[config.mk]
export PLATFORM = sky130hd
export DESIGN_NAME = chess_ctrl_top
export DESIGN_NICKNAME = d
export VERILOG_FILES = /design/src/chess_pkg.sv /design/src/axil_pkg.sv /design/src/axil_write_capture.sv /design/src/pipe_reg.sv /design/src/ctrl_regs.sv /design/src/position_summary.sv /design/src/chess_ctrl_top.sv
export VERILOG_INCLUDE_DIRS = /design/src /design/src/src
export SDC_FILE = /design/constraint.sdc
export NUM_CORES = 2
export LEC_CHECK = 0
export ABC_AREA = 1
export BUFFER_PORTS_ARGS = -buffer_cell sky130_fd_sc_hd__buf_2
export CAP_MARGIN = 10
export CELL_PAD_IN_SITES_DETAIL_PLACEMENT = 1
export CELL_PAD_IN_SITES_GLOBAL_PLACEMENT = 1
export CORE_UTILIZATION = 42
export DETAILED_ROUTE_END_ITERATION = 8
export GPL_TIMING_DRIVEN = 0
export PLACE_DENSITY = 0.69
export SLEW_MARGIN = 10
export SYNTH_ARGS = -nofsm -noshare
export SYNTH_HDL_FRONTEND = slang
export SYNTH_SLANG_ARGS = --single-unit
[constraint.sdc]
create_clock -name clk -period 18.05 [get_ports clk]
set_input_delay 0.9025 -clock clk [delete_from_list [all_inputs] [get_ports clk]]
set_output_delay 0.9025 -clock clk [all_outputs]
set_load 0.05 [all_outputs]
[src/chess_macros.svh]
`ifndef CHESS_MACROS_SVH
`define CHESS_MACROS_SVH

// Board geometry
`define BOARD_ROWS       8
`define SQUARE_BITS      4
`define ROW_BITS         32

// Host bus byte address width
`define AXI_ADDR_BITS    16

// Word addresses (byte address / 4)
`define REG_CTRL         0
`define REG_STATE        2
`define REG_ROW0         8
`define REG_WHITE_OCC_LO 128
`define REG_WHITE_OCC_HI 129
`define REG_BLACK_OCC_LO 130
`define REG_BLACK_OCC_HI 131
`define REG_COUNTS       132
`define REG_STATUS       133
`define REG_LOADED_ROW0  172

`endif

[src/chess_pkg.sv]
`include "chess_macros.svh"
`default_nettype none

package chess_pkg;

   localparam int COLS = `ROW_BITS / `SQUARE_BITS;
   localparam int SQUARES = `BOARD_ROWS * COLS;

   // Colour in the top bit and kind 0 for an empty square
   typedef struct packed {
      logic                      black;
      logic [`SQUARE_BITS-2:0]   kind;
   } piece_t;

   typedef piece_t [SQUARES-1:0] board_t; // Square 0 is low nibble of row 0

   typedef logic [6:0] count_t;

   typedef struct packed {
      board_t     board;
      logic       white_to_move;
      logic [3:0] castle_mask;
      logic [3:0] en_passant_col;
   } position_t;

   typedef struct packed {
      position_t             pos;
      logic [SQUARES-1:0]    white_occ;
      logic [SQUARES-1:0]    black_occ;
   } occupancy_t;

   typedef struct packed {
      position_t             pos;
      logic [SQUARES-1:0]    white_occ;
      logic [SQUARES-1:0]    black_occ;
      count_t                white_count;
      count_t                black_count;
   } summary_t;

endpackage

`default_nettype wire

[src/axil_pkg.sv]
`include "chess_macros.svh"
`default_nettype none

package axil_pkg;

   localparam int WORD_ADDR_BITS = `AXI_ADDR_BITS - 2;

   localparam logic [1:0] RESP_OKAY = 2'b00;

   typedef logic [WORD_ADDR_BITS-1:0] word_addr_t;

   // One joined write, address already in words
   typedef struct packed {
      word_addr_t  addr;
      logic [31:0] data;
   } wr_cmd_t;

   // Registered read response
   typedef struct packed {
      logic [1:0]  resp;
      logic [31:0] data;
   } rd_rsp_t;

endpackage

`default_nettype wire

[src/axil_write_capture.sv]
`timescale 1ns/1ps
`default_nettype none
`include "chess_macros.svh"

module axil_write_capture (
   input  logic                        clk,
   input  logic                        arst_n,
   input  logic [`AXI_ADDR_BITS-1:0]   awaddr,
   input  logic                        awvalid,
   output logic                        awready,
   input  logic [31:0]                 wdata,
   input  logic                        wvalid,
   output logic                        wready,
   output logic                        bvalid,
   output logic [1:0]                  bresp,
   input  logic                        bready,
   output axil_pkg::wr_cmd_t           cmd,
   output logic                        cmd_valid
);

   logic                   addr_full;
   logic                   data_full;
   axil_pkg::word_addr_t   addr_q;
   logic [31:0]            data_q;
   logic                   aw_take;
   logic                   w_take;
   logic                   addr_have;
   logic                   data_have;

   assign awready = !addr_full && !bvalid; // Stall while response pending
   assign wready = !data_full && !bvalid;
   assign aw_take = awvalid && awready;
   assign w_take = wvalid && wready;
   assign addr_have = addr_full || aw_take;
   assign data_have = data_full || w_take;
   assign bresp = axil_pkg::RESP_OKAY;

   always_ff @(posedge clk or negedge arst_n)
      if (!arst_n)
      begin
         addr_full <= 1'b0;
         data_full <= 1'b0;
         bvalid <= 1'b0;
         cmd_valid <= 1'b0;
      end
      else
      begin
         cmd_valid <= 1'b0;
         if (addr_have && data_have)
         begin
            addr_full <= 1'b0;
            data_full <= 1'b0;
            cmd_valid <= 1'b1; // Fire once both halves present
            bvalid <= 1'b1;
         end
         else
         begin
            addr_full <= addr_have;
            data_full <= data_have;
            if (bready)
               bvalid <= 1'b0;
         end
      end

   always_ff @(posedge clk)
   begin
      if (aw_take)
         addr_q <= awaddr[`AXI_ADDR_BITS-1:2];
      if (w_take)
         data_q <= wdata;
      if (addr_have && data_have)
      begin
         cmd.addr <= aw_take ? awaddr[`AXI_ADDR_BITS-1:2] : addr_q; // Bypass same-cycle beat
         cmd.data <= w_take ? wdata : data_q;
      end
   end

endmodule

`default_nettype wire

[src/pipe_reg.sv]
`timescale 1ns/1ps
`default_nettype none

module pipe_reg #(
   parameter type payload_t = logic
) (
   input  logic      clk,
   input  logic      arst_n,
   input  payload_t  in_data,
   input  logic      in_valid,
   output payload_t  out_data,
   output logic      out_valid
);

   always_ff @(posedge clk or negedge arst_n)
      if (!arst_n)
         out_valid <= 1'b0;
      else
         out_valid <= in_valid;

   // Payload only moves with a valid beat
   always_ff @(posedge clk)
      if (in_valid)
         out_data <= in_data;

endmodule

`default_nettype wire

[src/ctrl_regs.sv]
`timescale 1ns/1ps
`default_nettype none
`include "chess_macros.svh"

module ctrl_regs (
   input  logic                        clk,
   input  logic                        arst_n,
   input  axil_pkg::wr_cmd_t           cmd,
   input  logic                        cmd_valid,
   input  logic [`AXI_ADDR_BITS-1:0]   araddr,
   input  logic                        arvalid,
   output logic                        arready,
   output logic [31:0]                 rdata,
   output logic                        rvalid,
   output logic [1:0]                  rresp,
   input  logic                        rready,
   output chess_pkg::position_t        load_pos,
   output logic                        load,
   input  chess_pkg::summary_t         summary,
   input  logic                        summary_valid,
   output logic                        soft_reset
);

   chess_pkg::position_t   live;
   axil_pkg::rd_rsp_t      rsp;
   axil_pkg::word_addr_t   wr_off;
   axil_pkg::word_addr_t   rd_addr;
   axil_pkg::word_addr_t   row_off;
   axil_pkg::word_addr_t   loaded_off;
   logic [31:0]            rd_word;
   logic                   ar_take;
   logic                   ctrl_wr;

   assign ctrl_wr = cmd_valid && (cmd.addr == `REG_CTRL);
   assign wr_off = cmd.addr - axil_pkg::WORD_ADDR_BITS'(`REG_ROW0);

   always_ff @(posedge clk or negedge arst_n)
      if (!arst_n)
      begin
         live <= '0;
         load <= 1'b0;
         soft_reset <= 1'b0;
      end
      else
      begin
         load <= 1'b0;
         soft_reset <= 1'b0;
         if (ctrl_wr)
         begin
            load <= cmd.data[0] && !cmd.data[31]; // Soft reset wins
            soft_reset <= cmd.data[31];
            if (cmd.data[31])
               live <= '0;
         end
         else if (cmd_valid && cmd.addr == `REG_STATE)
            {live.white_to_move, live.castle_mask, live.en_passant_col} <= cmd.data[8:0];
         else if (cmd_valid && wr_off < `BOARD_ROWS)
            live.board[chess_pkg::COLS*wr_off[2:0] +: chess_pkg::COLS] <= cmd.data;
      end

   // Snapshot handed to the summary pipeline
   always_ff @(posedge clk)
      if (ctrl_wr && cmd.data[0])
         load_pos <= live;

   assign rd_addr = araddr[`AXI_ADDR_BITS-1:2];
   assign row_off = rd_addr - axil_pkg::WORD_ADDR_BITS'(`REG_ROW0);
   assign loaded_off = rd_addr - axil_pkg::WORD_ADDR_BITS'(`REG_LOADED_ROW0);

   always_comb
   begin
      rd_word = '0;
      if (row_off < `BOARD_ROWS)
         rd_word = live.board[chess_pkg::COLS*row_off[2:0] +: chess_pkg::COLS];
      else if (loaded_off < `BOARD_ROWS)
         rd_word = summary.pos.board[chess_pkg::COLS*loaded_off[2:0] +: chess_pkg::COLS];
      else
         case (rd_addr)
            `REG_STATE:
               rd_word = {23'b0, live.white_to_move, live.castle_mask, live.en_passant_col};
            `REG_WHITE_OCC_LO: rd_word = summary.white_occ[31:0];
            `REG_WHITE_OCC_HI: rd_word = summary.white_occ[63:32];
            `REG_BLACK_OCC_LO: rd_word = summary.black_occ[31:0];
            `REG_BLACK_OCC_HI: rd_word = summary.black_occ[63:32];
            `REG_COUNTS:
               rd_word = {9'b0, summary.black_count, 9'b0, summary.white_count};
            `REG_STATUS:
               rd_word = {19'b0, summary.pos.white_to_move, summary.pos.castle_mask,
                          summary.pos.en_passant_col, 3'b0, summary_valid};
            default: rd_word = '0; // Unmapped and write-only
         endcase
   end

   assign arready = !rvalid || rready;
   assign ar_take = arvalid && arready;

   always_ff @(posedge clk or negedge arst_n)
      if (!arst_n)
         rvalid <= 1'b0;
      else if (ar_take)
         rvalid <= 1'b1;
      else if (rready)
         rvalid <= 1'b0;

   always_ff @(posedge clk)
      if (ar_take)
      begin
         rsp.data <= rd_word;
         rsp.resp <= axil_pkg::RESP_OKAY;
      end

   assign rdata = rsp.data;
   assign rresp = rsp.resp;

endmodule

`default_nettype wire

[src/position_summary.sv]
`timescale 1ns/1ps
`default_nettype none
`include "chess_macros.svh"

module position_summary (
   input  logic                  clk,
   input  logic                  arst_n,
   input  logic                  soft_reset,
   input  logic                  load,
   input  chess_pkg::position_t  load_pos,
   output chess_pkg::summary_t   summary,
   output logic                  summary_valid
);

   chess_pkg::occupancy_t  occ_d;
   chess_pkg::occupancy_t  occ_q;
   logic                   occ_valid;
   chess_pkg::count_t      white_cnt;
   chess_pkg::count_t      black_cnt;

   // Stage 1 bitboards
   always_comb
   begin
      occ_d.pos = load_pos;
      occ_d.white_occ = '0;
      occ_d.black_occ = '0;
      for (int sq = 0; sq < chess_pkg::SQUARES; sq++)
         if (load_pos.board[sq].kind != '0)
         begin
            if (load_pos.board[sq].black)
               occ_d.black_occ[sq] = 1'b1;
            else
               occ_d.white_occ[sq] = 1'b1;
         end
   end

   pipe_reg #(
      .payload_t (chess_pkg::occupancy_t)
   ) u_occ_reg (
      .clk       (clk),
      .arst_n    (arst_n),
      .in_data   (occ_d),
      .in_valid  (load),
      .out_data  (occ_q),
      .out_valid (occ_valid)
   );

   // Stage 2 popcounts
   always_comb
   begin
      white_cnt = '0;
      black_cnt = '0;
      for (int sq = 0; sq < chess_pkg::SQUARES; sq++)
      begin
         white_cnt = white_cnt + chess_pkg::count_t'(occ_q.white_occ[sq]);
         black_cnt = black_cnt + chess_pkg::count_t'(occ_q.black_occ[sq]);
      end
   end

   always_ff @(posedge clk or negedge arst_n)
      if (!arst_n)
      begin
         summary <= '0;
         summary_valid <= 1'b0;
      end
      else if (soft_reset)
      begin
         summary <= '0;
         summary_valid <= 1'b0;
      end
      else
      begin
         if (occ_valid)
         begin
            summary.pos <= occ_q.pos;
            summary.white_occ <= occ_q.white_occ;
            summary.black_occ <= occ_q.black_occ;
            summary.white_count <= white_cnt;
            summary.black_count <= black_cnt;
         end
         if (load)
            summary_valid <= 1'b0; // Newer load still in flight
         else if (occ_valid)
            summary_valid <= 1'b1;
      end

endmodule

`default_nettype wire

[src/chess_ctrl_top.sv]
`timescale 1ns/1ps
`default_nettype none
`include "chess_macros.svh"

module chess_ctrl_top (
   input  logic                        clk,
   input  logic                        arst_n,
   input  logic [`AXI_ADDR_BITS-1:0]   awaddr,
   input  logic [2:0]                  awprot,
   input  logic                        awvalid,
   output logic                        awready,
   input  logic [31:0]                 wdata,
   input  logic [3:0]                  wstrb,
   input  logic                        wvalid,
   output logic                        wready,
   output logic [1:0]                  bresp,
   output logic                        bvalid,
   input  logic                        bready,
   input  logic [`AXI_ADDR_BITS-1:0]   araddr,
   input  logic [2:0]                  arprot,
   input  logic                        arvalid,
   output logic                        arready,
   output logic [31:0]                 rdata,
   output logic [1:0]                  rresp,
   output logic                        rvalid,
   input  logic                        rready
);

   axil_pkg::wr_cmd_t      cap_cmd;
   logic                   cap_valid;
   axil_pkg::wr_cmd_t      reg_cmd;
   logic                   reg_valid;
   chess_pkg::position_t   load_pos;
   logic                   load;
   logic                   soft_reset;
   chess_pkg::summary_t    summary;
   logic                   summary_valid;

   axil_write_capture u_wr_cap (
      .clk       (clk),
      .arst_n    (arst_n),
      .awaddr    (awaddr),
      .awvalid   (awvalid),
      .awready   (awready),
      .wdata     (wdata),
      .wvalid    (wvalid),
      .wready    (wready),
      .bvalid    (bvalid),
      .bresp     (bresp),
      .bready    (bready),
      .cmd       (cap_cmd),
      .cmd_valid (cap_valid)
   );

   pipe_reg #(
      .payload_t (axil_pkg::wr_cmd_t)
   ) u_cmd_reg (
      .clk       (clk),
      .arst_n    (arst_n),
      .in_data   (cap_cmd),
      .in_valid  (cap_valid),
      .out_data  (reg_cmd),
      .out_valid (reg_valid)
   );

   ctrl_regs u_regs (
      .clk           (clk),
      .arst_n        (arst_n),
      .cmd           (reg_cmd),
      .cmd_valid     (reg_valid),
      .araddr        (araddr),
      .arvalid       (arvalid),
      .arready       (arready),
      .rdata         (rdata),
      .rvalid        (rvalid),
      .rresp         (rresp),
      .rready        (rready),
      .load_pos      (load_pos),
      .load          (load),
      .summary       (summary),
      .summary_valid (summary_valid),
      .soft_reset    (soft_reset)
   );

   position_summary u_summary (
      .clk           (clk),
      .arst_n        (arst_n),
      .soft_reset    (soft_reset),
      .load          (load),
      .load_pos      (load_pos),
      .summary       (summary),
      .summary_valid (summary_valid)
   );

endmodule

`default_nettype wire

[Word level (Yosys, flattened, before mapping)]
Index checks and enable logic that the tools add are counted.
W data, S select, Z words.
Operators by class
  reductions and logical operators: 92
  $lt $le $gt $ge: 3
  multiplexer cells: 153
  shifts and indexed selects: 13
  $add $sub $neg: 130
  equal/unequal tests: 10
Operators with widths (number)
  $add A7 B1 Y7: 124
  $mux W407: 2
  $mux W265: 2
  $mux W256: 2
  $shiftx A64 B7 Y8: 8
  $bwmux W256: 1
  $shiftx A8 B34 Y64: 4
  $pmux W32 S7: 1
  $reduce_bool A3 Y1: 65
  $mux W1: 140
  $mux W32: 3
  $eq A14 B8 Y1 const B: 6
  $shift A8 B34 Y64 const A: 1
  $lt A14 B4 Y1 const B: 3
  $neg A6 Y34: 1
  $eq A14 B2 Y1 const B: 2
  $sub A14 B4 Y14 const B: 2
  $logic_not A14 Y1: 1
  $mux W14: 1
  $sub A14 B8 Y14 const B: 1
  $logic_and A1 B1 Y1: 11
  $reduce_bool A2 Y1: 5
  $mux W9: 1
  $logic_not A1 Y1: 5
  6 further kinds: 9
Word-level totals
  register bits: 1510
  logic and storage cells: 1074
  output and inout bits: 41

[Logic depth before layout (Yosys ltp)]
  depth in word-level cells: 65
  gate-level depth with buffers: 24
  depth with buffers taken out: 24

[Hierarchy]
A second synthesis with hierarchy kept.
Second synthesis, totals
  cell total of the unflattened synthesis: 5687
  area, all modules: 63055.5 um^2
Modules (own cells, without submodules)
  ctrl_regs: cells an instance 3198, instances 1, area each 27022.2 um^2
  position_summary: cells an instance 1780, instances 1, area each 19596.3 um^2
  pipe_reg at u_summary.u_occ_reg: cells an instance 394, instances 1, area each 11826.3 um^2
  axil_write_capture: cells an instance 268, instances 1, area each 3204.3 um^2
  pipe_reg at u_cmd_reg: cells an instance 47, instances 1, area each 1406.3 um^2

[Worst setup path after synthesis]
Ideal clock, no wire load.
  path type: reg2reg
  from: reg u_cmd_reg.out_data[32] (netlist name)
  to: reg u_regs.load_pos[0] (netlist name)
  data required time: 17154 ps
  data arrival time: 12187 ps
  slack: 4967 ps
  library setup time: 896 ps
  stages on the path, launching flop included: 8
  cell sequence: edfxtp_1 > buf_2 > inv_2 > ha_1 > inv_1 > nor3_1 > inv_1 > nor2_1
Between the ends
  cells in the longest elaborated chain, start to end: 3
RTL lines
  start: declaration: line pipe_reg.sv:11  | output payload_t out_data,
  start signal: assignment: line pipe_reg.sv:24  | out_data <= in_data;
  $logic_not A14 Y1 (no source line)
  $logic_and A1 B1 Y1: line ctrl_regs.sv:34  | assign ctrl_wr = cmd_valid && (cmd.addr == `REG_CTRL);
  $logic_and A1 B1 Y1: line ctrl_regs.sv:63  | if (ctrl_wr && cmd.data[0])
Every way passes these cells.
A chain may end at the register's enable or synchronous reset.

[Worst setup path in the final report]
  from: reg u_summary.u_occ_reg.out_data[1] (netlist name)
  to: reg u_summary.summary[6] (netlist name)
Between the ends
  cells in the longest elaborated chain, start to end: 65
RTL lines
  start: declaration: line pipe_reg.sv:11
  start signal: assignment: line pipe_reg.sv:24
  $add A1 B1 Y2: line position_summary.sv:56  | black_cnt = black_cnt + chess_pkg::count_t'(occ_q.black_occ[sq]);
  $add A7 B1 Y7 (62 in series): line position_summary.sv:56
  $mux W407: line position_summary.sv:73  | if (occ_valid)
  $mux W407: line position_summary.sv:66  | else if (soft_reset)
Every way passes these cells. The select of a mux whose other input is x is not followed.

==> results.sh <==
export IMPL_antenna_found_initial=29
export IMPL_crit_chain="ha_1 > inv_1 > fa_1 > fa_1 > fa_1 > fa_1 > fa_1 > fa_1 > fa_1 > fa_1 > fa_1 > fa_1 > o21ai_0 > a21o_1 > a21oi_1 > o21ai_0"
export IMPL_synthCells=6100
export IMPL_postRouteWirelength_um=298000
export IMPL_drtPass1Iterations=9
export IMPL_leakagePower_nw=32.8
export IMPL_rows=142
export IMPL_hold_viol_final=0
export IMPL_cts_path_max_buffers=3
export IMPL_die_width_um=391
export IMPL_root_buffer="clkbuf_16"
export IMPL_hp_class="in -> async"
export IMPL_tightest_slew_ns=1.40
export IMPL_slowest_delay_ns=0.92
export IMPL_vias=49700
export IMPL_grt_pass1_vias=50300
export IMPL_syn_area_per_cell_um2=10.4
export IMPL_fin_crit_sh_pct=42.0
export IMPL_synth_seq_cells=1510
export IMPL_crit_slowest_cell="o21ai_0"
export IMPL_path_clk_slew_ns=0.06
export IMPL_ys_types=39
export IMPL_start_util_pct=42.4
export IMPL_nFillCells=16500
export IMPL_drv_cap=0
export IMPL_placed_area_um2=67400
export IMPL_endpoint_kind="flip-flop"
export IMPL_antenna_left=0
export IMPL_worst_ep_required_time_ns=18.79
export IMPL_r2r_cells=16
export IMPL_cts_buffers=164
export IMPL_drt_iter0_markers=5196
export IMPL_post_route_min_period_ns=7.59
export IMPL_wl_per_cell_um=34.8
export IMPL_rsz0062_at_grt="false"
export IMPL_critPathMaxFanout=2
export IMPL_ys_warn_count=0
export IMPL_status="complete, no violations"
export IMPL_clock_skew_ns=0.0362
export IMPL_vias_per_cell=5.80
export IMPL_area_growth_pct=14.7
export IMPL_setup_tns_ns=0
export IMPL_grt_max_degree=103
export IMPL_crit_top_cell="fa_1"
export IMPL_yosysTopAreaCell="edfxtp_1"
export IMPL_seq_area_frac_synth_pct=65.2
export IMPL_grt_pass1_wl_um=403000
export IMPL_drv_slew=0
export IMPL_gp_congestion=1.01
export IMPL_crit_cells=16
export IMPL_crit_buf_inv=1
export IMPL_die_area_um2=153000
export IMPL_cts_setup_buffers=0
export IMPL_cp_top_family="adder cells"
export IMPL_post_cts_resized=0
export IMPL_syn_area_um2=63600
export IMPL_slew_headroom_pct=6.72
export IMPL_synth_top_area_share_pct=36.9
export IMPL_seq_area_um2=41500
export IMPL_die_h_um=391
export IMPL_layout_commonest_cell="nand2_1"
export IMPL_h_tree_depth=4
export IMPL_power_density_nw_per_um2=110
export IMPL_hpwl_um=237000
export IMPL_grt_overflow=0
export IMPL_port_buffer_count=103
export IMPL_final_area_um2=73000
export IMPL_synthTopCellsByArea="edfxtp_1 37%, dfrtp_1 27%, nand2_1 11%"
export IMPL_core_region_area_um2=150000
export IMPL_mostFrequentLayoutCells="1909 x nand2_1, 782 x edfxtp_1, 721 x inv_1"
export IMPL_final_nets=6633
export IMPL_cts_tree="yes"
export IMPL_cts_hold_buf=0
export IMPL_cp_arrival_ns=8.33
export IMPL_drive_gt1_share_pct=7.86
export IMPL_clk_insertion_delay_late_ns=0.85
export IMPL_drc=0
export IMPL_track_usage_pct=39.2
export IMPL_multi_input_area_um2=18000
export IMPL_timing_fmax_ghz=0.132
export IMPL_setup_violations=0
export IMPL_vdd_drop_max_mv=0.0906
export IMPL_cts_sinks=1510
export IMPL_startpoint_type="flip-flop"
export IMPL_worstSetupPathType="reg -> reg"
export IMPL_pin_count=122
==> sequential cells by signal (all words and copies together) (netlist names), 14 cells and up <==
register	count
u_summary.summary	407
u_summary.u_occ_reg.out_data	393
u_regs.live	265
u_wr_cap.addr_q	14
u_regs.load_pos	265
u_wr_cap.cmd	46
u_wr_cap.data_q	32
u_cmd_reg.out_data	46
u_regs.rdata	32
==> metal layers <==
layer | vias up | wire [µm] | GRT usage [%]
met1 | 25400 | 111000 | 48.1
met4 | 10 | 26900 | 30.0
met3 | 706 | 25100 | 8.19
met5 | - | 85 | 0
li1 | 20900 | - | -
met2 | 2620 | 135000 | 61.0
==> synthesized netlist by cell type (all sizes together) <==
master	n
o2111ai	24
xnor2	2
a41oi	23
nand4	281
a31oi	128
inv	726
nor2	120
a21o	2
dfrtp	682
clkbuf	206
o22ai	71
nand3	463
nor3	11
buf	129
conb	1
xor2	3
edfxtp	782
o21ai	283
nor4	1
or2	2
fa	108
nand2	1914
a22oi	13
a21oi	35
dfxtp	46
clkinv	1
ha	43
==> layout make-up <==
type | count | share of cell area [%]
plain buffers | 335 | 2.03
clock inverters | 84 | 1.42
repair buffers | 132 | 1.64
diodes | 9 | 0.0308
multi-input cells | 3531 | 24.7
flip-flops and latches | 1510 | 56.8
inverters | 727 | 3.74
clock buffers | 224 | 6.23
well taps | 2016 | 3.45
==> kinds of logic (layout without fill, tap and decap cells) <==
logic type | Yosys count | count (layout) | share of synthesized area (%)
flops | 1510 | 1510 | 65.2
fa+ha+maj | 151 | 151 | 4.24
simple gates | 2792 | 2792 | 18.6
compound gates | 579 | 579 | 5.30
buf+inv | 1062 | 1502 | 6.61
other cells | 1 | 13 | 0.00589
xor+xnor | 5 | 5 | 0.0688
==> final timing paths <==
check	from	end	slack, ns
max in group asynchronous	arst_n	u_regs.live[206]$_DFFE_PN0P_	16.06
worst min-delay path	arst_n	u_summary.summary[3]$_DFFE_PN0P_	0.06
worst min register to register	u_regs.load_pos[6]$_DFFE_PP_	u_summary.u_occ_reg.out_data[134]$_DFFE_PP_	0.40
worst max register to register	u_summary.u_occ_reg.out_data[1]$_SDFFCE_PN0P_	u_summary.summary[6]$_DFFE_PN0P_	10.46
min in group clk	bready	u_wr_cap.bvalid$_DFFE_PN0P_	0.25
worst max-delay path	u_summary.u_occ_reg.out_data[1]$_SDFFCE_PN0P_	u_summary.summary[6]$_DFFE_PN0P_	10.46
==> report_power, final <==
group          leakage (nW)  switching (mW)  internal (mW)
Clock                  2.71            1.51           1.99
Sequential             18.7          0.0917           3.78
Combinational          11.3           0.583          0.112
==> stage by stage <==
stage / total power, mW / hold WS (ns) / setup slack (ns) / std cells / utilization (%)
floorplan: 4.24 / 0.400 / 4.97 / 6103 / -
global placement: 4.60 / 0.401 / -1.90 / 8222 / 44.4
detailed placement: 4.63 / 0.405 / 10.46 / 8251 / 44.9
CTS: 8.07 / 0.0638 / 10.45 / 8559 / 48.6
global route: 8.24 / 0.105 / 10.48 / 8559 / 48.6
finish: 8.07 / 0.0632 / 10.46 / 8568 / 48.6
No activity file was read; power rests on OpenSTA's default activity.
